<file path="config.mk">
export PLATFORM = sky130hd
export DESIGN_NAME = triggerDetect
export DESIGN_NICKNAME = d
export VERILOG_FILES = /design/src/trigger_pkg.sv /design/src/binCapture.sv /design/src/binRam.sv /design/src/frameCounter.sv /design/src/binEnergy.sv /design/src/triggerDetect.sv
export VERILOG_INCLUDE_DIRS = /design/src
export SDC_FILE = /design/constraint.sdc
export NUM_CORES = 2
export LEC_CHECK = 0
export BUFFER_PORTS_ARGS = -buffer_cell sky130_fd_sc_hd__buf_2
export CAP_MARGIN = 20
export CORE_MARGIN = 3
export CORE_UTILIZATION = 40
export CTS_CLUSTER_DIAMETER = 200
export DETAILED_ROUTE_END_ITERATION = 6
export GPL_ROUTABILITY_DRIVEN = 0
export PLACE_DENSITY = 0.56
export RECOVER_POWER = 25
export SYNTH_ARGS = -nofsm -noshare
export SYNTH_HDL_FRONTEND = slang
export SYNTH_SLANG_ARGS = --single-unit
</file>
<file path="constraint.sdc">
create_clock -name clk -period 13.9 [get_ports clk]
set_input_delay 2.78 -clock clk [delete_from_list [all_inputs] [get_ports clk]]
set_output_delay 2.78 -clock clk [all_outputs]
set_load 0.01 [all_outputs]
</file>
<file path="src/trigger_cfg.svh">
`ifndef TRIGGER_CFG_SVH
`define TRIGGER_CFG_SVH

//////////////////////////////////////////////////////////////////////
// Frame geometry
//////////////////////////////////////////////////////////////////////

// Bins per FFT frame
`define TRIG_DEPTH 64

// Bin address width, log2 of the depth
`define TRIG_ADDR_W 6

//////////////////////////////////////////////////////////////////////
// Trigger evaluation
//////////////////////////////////////////////////////////////////////

// Fixed bin base added to the requested frequency
`define TRIG_BIN_BASE 9

// Threshold input is scaled by this before the compare
`define TRIG_THRESH_SCALE 11000

`endif

</file>
<file path="src/trigger_pkg.sv">
`include "trigger_cfg.svh"

package trigger_pkg;

    //////////////////////////////////////////////////////////////////////
    // Bin word views
    //////////////////////////////////////////////////////////////////////

    // One FFT bin, real part in the upper half
    typedef struct packed {
        logic signed [15:0] re;
        logic signed [15:0] im;
    } cplxBin_t;

    // Same 32 bits, seen raw by storage and as a complex pair by the evaluator
    typedef union packed {
        logic [31:0] raw;
        cplxBin_t    cplx;
    } binWord_u;

    //////////////////////////////////////////////////////////////////////
    // Memory write request
    //////////////////////////////////////////////////////////////////////

    // Capture stage to bin memory, 39 bits
    typedef struct packed {
        logic                    en;
        logic [`TRIG_ADDR_W-1:0] addr;
        binWord_u                data;
    } binWrite_t;

endpackage

</file>
<file path="src/binCapture.sv">
`timescale 1ns/1ns

`include "trigger_cfg.svh"

module binCapture
    import trigger_pkg::*;
(
    input  logic      clk,
    input  logic      rstN,

    // Sample stream from the FFT core
    input  binWord_u  tData,
    input  logic      tValid,
    output logic      tReady,

    // Towards the bin memory
    output binWrite_t wrReq,

    // One pulse per accepted sample
    output logic      accept
);

    localparam int unsigned AddrW = `TRIG_ADDR_W;

    logic             readyReg;
    logic [AddrW-1:0] wrPtr;

    //////////////////////////////////////////////////////////////////////
    // Stream side
    //////////////////////////////////////////////////////////////////////

    // No back-pressure, ready rises once after reset and stays up
    always_ff @(posedge clk or negedge rstN) begin
        if (!rstN) begin
            readyReg <= 1'b0;
        end else begin
            readyReg <= 1'b1;
        end
    end

    assign tReady = readyReg;
    assign accept = tValid & readyReg;

    //////////////////////////////////////////////////////////////////////
    // Write pointer
    //////////////////////////////////////////////////////////////////////

    // Arrival order, wraps from the last bin back to 0
    always_ff @(posedge clk or negedge rstN) begin
        if (!rstN) begin
            wrPtr <= '0;
        end else if (accept) begin
            wrPtr <= wrPtr + 1'b1;
        end
    end

    //////////////////////////////////////////////////////////////////////
    // Write request packing
    //////////////////////////////////////////////////////////////////////

    // Word lands in memory on the accepting edge
    always_comb begin
        wrReq.en       = accept;
        wrReq.addr     = wrPtr;
        wrReq.data.raw = tData.raw;
    end

endmodule

</file>
<file path="src/binRam.sv">
`timescale 1ns/1ns

`include "trigger_cfg.svh"

module binRam
    import trigger_pkg::*;
(
    input  logic                    clk,

    // Write port, driven by the capture stage
    input  binWrite_t               wrReq,

    // Read port, one cycle latency
    input  logic [`TRIG_ADDR_W-1:0] rdAddr,
    output binWord_u                rdData
);

    localparam int unsigned Depth = `TRIG_DEPTH;

    // Raw storage, one word per bin
    logic [31:0] mem [Depth];

    always_ff @(posedge clk) begin
        if (wrReq.en) begin
            mem[wrReq.addr] <= wrReq.data.raw;
        end
    end

    // Read before write on a same-cycle collision
    always_ff @(posedge clk) begin
        rdData.raw <= mem[rdAddr];
    end

endmodule

</file>
<file path="src/frameCounter.sv">
`timescale 1ns/1ns

`include "trigger_cfg.svh"

module frameCounter (
    input  logic clk,
    input  logic rstN,

    // Accepted sample strobe
    input  logic accept,

    // Single-cycle pulse after the last bin of a frame
    output logic frameReady
);

    localparam int unsigned AddrW = `TRIG_ADDR_W;
    localparam logic [AddrW-1:0] LastBin = AddrW'(`TRIG_DEPTH - 1);

    logic [AddrW-1:0] count;
    logic             lastAccept;

    assign lastAccept = accept && (count == LastBin);

    //////////////////////////////////////////////////////////////////////
    // Sample count within the frame
    //////////////////////////////////////////////////////////////////////

    // Natural wrap of the counter closes the frame
    always_ff @(posedge clk or negedge rstN) begin
        if (!rstN) begin
            count      <= '0;
            frameReady <= 1'b0;
        end else begin
            if (accept) begin
                count <= count + 1'b1;
            end
            // Idle gaps leave the count alone and drop the strobe
            frameReady <= lastAccept;
        end
    end

endmodule

</file>
<file path="src/binEnergy.sv">
`timescale 1ns/1ns

`include "trigger_cfg.svh"

module binEnergy
    import trigger_pkg::*;
(
    input  logic                    clk,
    input  logic                    rstN,

    // Bin selection and level
    input  logic [`TRIG_ADDR_W-1:0] frequency,
    input  logic [1:0]              offset,
    input  logic [15:0]             threshold,

    // Memory read port
    output logic [`TRIG_ADDR_W-1:0] rdAddr,
    input  binWord_u                rdData,

    output logic                    trigger
);

    localparam int unsigned AddrW = `TRIG_ADDR_W;
    localparam logic [AddrW-1:0] BinBase = AddrW'(`TRIG_BIN_BASE);
    localparam logic [32:0] ThreshScale = 33'(`TRIG_THRESH_SCALE);

    logic [AddrW-1:0] selAddr;
    logic [31:0]      reSq;
    logic [31:0]      imSq;
    logic [32:0]      energy;
    logic [32:0]      limit;

    //////////////////////////////////////////////////////////////////////
    // Read address
    //////////////////////////////////////////////////////////////////////

    // Natural bin index, modulo the frame size
    assign selAddr = frequency + BinBase + AddrW'(offset);

    // FFT core writes bins bit-reversed
    always_comb begin
        for (int i = 0; i < AddrW; i++) begin
            rdAddr[i] = selAddr[AddrW-1-i];
        end
    end

    //////////////////////////////////////////////////////////////////////
    // Energy and compare
    //////////////////////////////////////////////////////////////////////

    // Squares are never negative, so the unsigned views are exact
    assign reSq   = rdData.cplx.re * rdData.cplx.re;
    assign imSq   = rdData.cplx.im * rdData.cplx.im;
    assign energy = {1'b0, reSq} + {1'b0, imSq};

    assign limit = {17'b0, threshold} * ThreshScale;

    // Strictly above the scaled threshold
    always_ff @(posedge clk or negedge rstN) begin
        if (!rstN) begin
            trigger <= 1'b0;
        end else begin
            trigger <= (energy > limit);
        end
    end

endmodule

</file>
<file path="src/triggerDetect.sv">
`timescale 1ns/1ns

`include "trigger_cfg.svh"

module triggerDetect
    import trigger_pkg::*;
(
    input  logic                    clk,
    input  logic                    rstN,

    // FFT bin stream
    input  binWord_u                tData,
    input  logic                    tValid,
    output logic                    tReady,

    // Trigger controls
    input  logic [15:0]             threshold,
    input  logic [`TRIG_ADDR_W-1:0] frequency,
    input  logic [1:0]              offset,

    output logic                    trigger,
    output logic                    frameReady
);

    binWrite_t               wrReq;
    logic                    accept;
    logic [`TRIG_ADDR_W-1:0] rdAddr;
    binWord_u                rdData;

    //////////////////////////////////////////////////////////////////////
    // Capture and storage
    //////////////////////////////////////////////////////////////////////

    binCapture binCapture_inst (
        .clk    (clk),
        .rstN   (rstN),
        .tData  (tData),
        .tValid (tValid),
        .tReady (tReady),
        .wrReq  (wrReq),
        .accept (accept)
    );

    binRam binRam_inst (
        .clk    (clk),
        .wrReq  (wrReq),
        .rdAddr (rdAddr),
        .rdData (rdData)
    );

    // Frame boundary strobe
    frameCounter frameCounter_inst (
        .clk        (clk),
        .rstN       (rstN),
        .accept     (accept),
        .frameReady (frameReady)
    );

    //////////////////////////////////////////////////////////////////////
    // Evaluation
    //////////////////////////////////////////////////////////////////////

    binEnergy binEnergy_inst (
        .clk       (clk),
        .rstN      (rstN),
        .frequency (frequency),
        .offset    (offset),
        .threshold (threshold),
        .rdAddr    (rdAddr),
        .rdData    (rdData),
        .trigger   (trigger)
    );

endmodule

</file>
==> results.md <==
- The flow ran to the end, but the final reports show violations.
- The checks that failed: capacitance limit, slew limit.
- The layout-stage area growth over the synthesis result is 11.3%.
- The top-level I/O count is 62.
- The number of global-route vias before repair is 61,800.
- The setup TNS after final layout is 0 ps.
- The area taken by flip-flops and latches is 62,500 sq um.
- The number of fill cells is 23,000.
- The leading register cell type out of synthesis is sky130_fd_sc_hd__edfxtp_1.
- The final cell count without fillers is 10,700.
- By startpoint and endpoint, the worst setup path is classified as reg -> reg.
- The post-detailed-placement half-perimeter wirelength is 179,000 um.
- CTS placed an instance of sky130_fd_sc_hd__clkbuf_16 at the clock tree root.
- The clock latency of the later-clocked register in the worst-skew pair is 870 ps.
- Detailed routing inserted a total of 60,000 vias.
- The placed instances occupy a cell area of 110,000 sq um.
- The initial antenna violation count is 21.
- The number of I/O port buffers is 61.
- Yosys instantiated no cell more often than sky130_fd_sc_hd__edfxtp_1.
- When the netlist entered floorplanning its net count stood at 7,850.
- The width of the die is 517 um.
- Counting flops with an async set or reset pin after synthesis yields a share of 0.00716.
- For this block, the routed nets add up to 300,000 um of wire.
- In this run the most critical hold path is launched from frameCounter_inst.count[5].
- The clock tree from TritonCTS is yes.
- The placeable core area is 260,000 sq um.
- The average size of a mapped cell is 15.1 sq um.
- Clock-pin slew was measured on the worst setup and hold paths at 70 ps.
- The reg-to-reg startpoint is binRam_inst.rdData[15].
- The number of pins with negative max-slew slack in the final report is 1,483.
- Once the clock tree was built, the resizer swapped 0 gates to a different size.
- The class of the most critical hold timing path is reg -> reg.
- For this design, the sink count on the clock tree is 2,095.
- The critical path arrival is 10,950 ps.
- The routed length per placed instance is 27.9 um.
- The worst setup path is launched from a register.
- The total number of placement rows is 187.
- By area the synthesized netlist is led by sky130_fd_sc_hd__edfxtp_1, sky130_fd_sc_hd__fa_1, sky130_fd_sc_hd__mux4_2.
- The reg2reg setup slack is 3650 ps.
- Setup repair after global routing left no endpoint under its margin.
- At the pin with the least slew margin, the transition time is 3540 ps.
- In this run the worst path has a maximum fanout of 20.
- The critical-path cell with the highest stage delay is sky130_fd_sc_hd__dfxtp_1.
- The worst register-to-register path has a depth of 32.
- At the end of the flow the core is filled with cells to 0.448.
- In the final design database the tool counted 8,006 nets.
- The post-synthesis cell type count is 77.
- The worst setup path is captured at a register.
- The worst relative slew slack is -1.36.
- The post-synthesis cell count is 6,908.
- Timing would allow up to 0.0976 GHz.
- The overall die height is 517 um.
- The multi-input combinational cells in the finished layout cover a total of 38,100 sq um.
- The total track usage is 0.224.
- The starting density of the core is 0.402.
- The total global routing overflow is 0.
- The count of routing violations after the opening detailed-route iteration is 6,115.
- The area share of the largest cell type after synthesis is 0.588.
- The endpoint of the lowest-slack register-to-register path is binEnergy_inst.trigger.
- In this run the deepest clock path goes through 3 buffers.
- The count of final hold-check violations is 0.
- The critical path data required time is 14,600 ps.
- The count of nets left with antenna violations once routing finished came out at 0.
- Clock tree synthesis inserted a total of 205 buffers.
- The leading area contributor after synthesis is sky130_fd_sc_hd__edfxtp_1.
- After synthesis the netlist holds a flip-flop and latch count of 2,095.
- The number of placed instances, taps included, is 10,400.
- The number of cells on the worst hold path is 1.
- The average via count per standard cell is 5.59.
- Counting flops with a built-in enable in the synthesized netlist gives 2,048.
- The global-route wire length before repair is 433,000 um.
- The post-CTS setup-driven buffer insertion count is 0.
- The part of the Yosys area used for sequential elements is 0.598.
- The final critical-path share of the clock period is 0.737.
- Across the routed clock network, the largest skew measured is 45.7 ps.
- The worst hold path terminates at frameCounter_inst.count[5].
- The die covers 268,000 sq um.
- After routing the design area is 116,000 sq um.
- The cell repeated most along the worst path is sky130_fd_sc_hd__fa_1.
- In the routed design, unresolved DRC markers number 0.
- Before antenna repair, the detailed router went through 6 iterations.
- The worst path needs 10,250 ps of the cycle, external delays included.
- The Yosys step of the flow raised 0 warnings.
- The share of final-layout standard cells stronger than drive strength 1 is 0.128.
- Setup violations remaining at the end of the flow were counted as 0.
- The pin count of the biggest net entering global routing is 110.
- Hold repair after CTS inserted 0 buffers.
- The maximum cell stage delay along the critical path is 740 ps.
- The commonest cells after synthesis are sky130_fd_sc_hd__edfxtp_1, sky130_fd_sc_hd__inv_1, sky130_fd_sc_hd__fa_1, sky130_fd_sc_hd__nand2_1, sky130_fd_sc_hd__mux2i_1.
- The H-tree was split into 4 levels.
- Across the run, the number of max-cap violations was 24.
- The area of the mapped netlist is 105,000 sq um.
## sequential cells by signal, summed over array words and instances, names as in the netlist
signal / flops
binRam_inst.rdData: 32
binCapture_inst.tReady: 1
binRam_inst.mem: 2048
frameCounter_inst.frameReady: 1
binCapture_inst.wrPtr: 6
binEnergy_inst.trigger: 1
frameCounter_inst.count: 6
## worst max-delay path by stage
stage                                 startpoint                     end  depth (start not counted)
after CTS                 binRam_inst.rdData[15]  binEnergy_inst.trigger                         33
after detailed placement  binRam_inst.rdData[15]  binEnergy_inst.trigger                         33
final                     binRam_inst.rdData[15]  binEnergy_inst.trigger                         32
after global placement    binRam_inst.rdData[15]  binEnergy_inst.trigger                         32
after floorplan            binRam_inst.rdData[4]  binEnergy_inst.trigger                         34
after global routing      binRam_inst.rdData[15]  binEnergy_inst.trigger                         33
## logic make-up (layout without fill, tap and decap cells)
| family | after synthesis | count (layout) | share of synthesized area |
|---|---|---|---|
| flops | 2095 | 2095 | 0.598 |
| other cells | 1 | 8 | 0.0000358 |
| xor+xnor | 129 | 129 | 0.0110 |
| fa+ha+maj | 883 | 883 | 0.146 |
| buf+inv | 1126 | 1453 | 0.0445 |
| compound gates | 937 | 937 | 0.0599 |
| mux | 662 | 662 | 0.0951 |
| simple gates | 1075 | 1075 | 0.0465 |
## metal layers
layer / GRT usage / vias to the layer above / part of all wire
met3: 0.0365 / 463 / 0.068
met2: 0.379 / 2143 / 0.49
met5: 0 / - / 0.00027
met1: 0.296 / 31700 / 0.41
li1: - / 25700 / -
met4: 0.0690 / 12 / 0.033
## placed cells by master, fill, tap and decap left out, types with 52 or more instances in the layout
cell,Yosys,layout
sky130_fd_sc_hd__edfxtp_1,2048,2048
sky130_fd_sc_hd__xnor2_1,93,92
sky130_fd_sc_hd__nand3_1,61,61
sky130_fd_sc_hd__and2_1,88,86
sky130_fd_sc_hd__clkbuf_1,162,75
sky130_fd_sc_hd__buf_2,39,57
sky130_fd_sc_hd__mux4_2,260,260
sky130_fd_sc_hd__fa_1,556,555
sky130_fd_sc_hd__o22ai_1,121,121
sky130_fd_sc_hd__nor2_1,218,151
sky130_fd_sc_hd__buf_4,49,145
sky130_fd_sc_hd__ha_1,327,327
sky130_fd_sc_hd__nor3_1,103,99
sky130_fd_sc_hd__o21ai_0,124,119
sky130_fd_sc_hd__inv_1,833,833
sky130_fd_sc_hd__nor2_4,0,65
sky130_fd_sc_hd__mux2i_1,350,350
sky130_fd_sc_hd__clkbuf_16,0,206
sky130_fd_sc_hd__o221ai_1,81,81
sky130_fd_sc_hd__a21oi_1,237,237
sky130_fd_sc_hd__nand2_1,463,458
sky130_fd_sc_hd__a21o_1,52,52
sky130_fd_sc_hd__mux2_2,52,52
## stage by stage
step | setup WS (ps) | hold WS (ps)
2_1_floorplan | 5130 | 445
5_1_grt | 2990 | 528
6_report | 3650 | 472
4_1_cts | 3720 | 475
3_3_place_gp | 4110 | 462
3_5_place_dp | 3720 | 465
## worst max-delay path: cells and delay by family (launching register included)
family / cells / cell delay [ps]
simple gates: 2 / 580
flops: 1 / 740
xor+xnor: 1 / 330
buf+inv: 5 / 800
fa+ha+maj: 9 / 3950
compound gates: 15 / 3680
## layout make-up
| class | instances | area share |
|---|---|---|
| multi-input combinational | 3687 | 0.327 |
| timing repair buffer | 240 | 0.0144 |
| clock buffer | 261 | 0.0467 |
| clock inverter | 117 | 0.0102 |
| antenna | 7 | 0.000150 |
| inverter | 835 | 0.0269 |
| sequential | 2095 | 0.537 |
| tap | 3496 | 0.0376 |
Power is not shown: default switching activity piles up to over one toggle a cycle in this logic, so the estimate is an artifact.
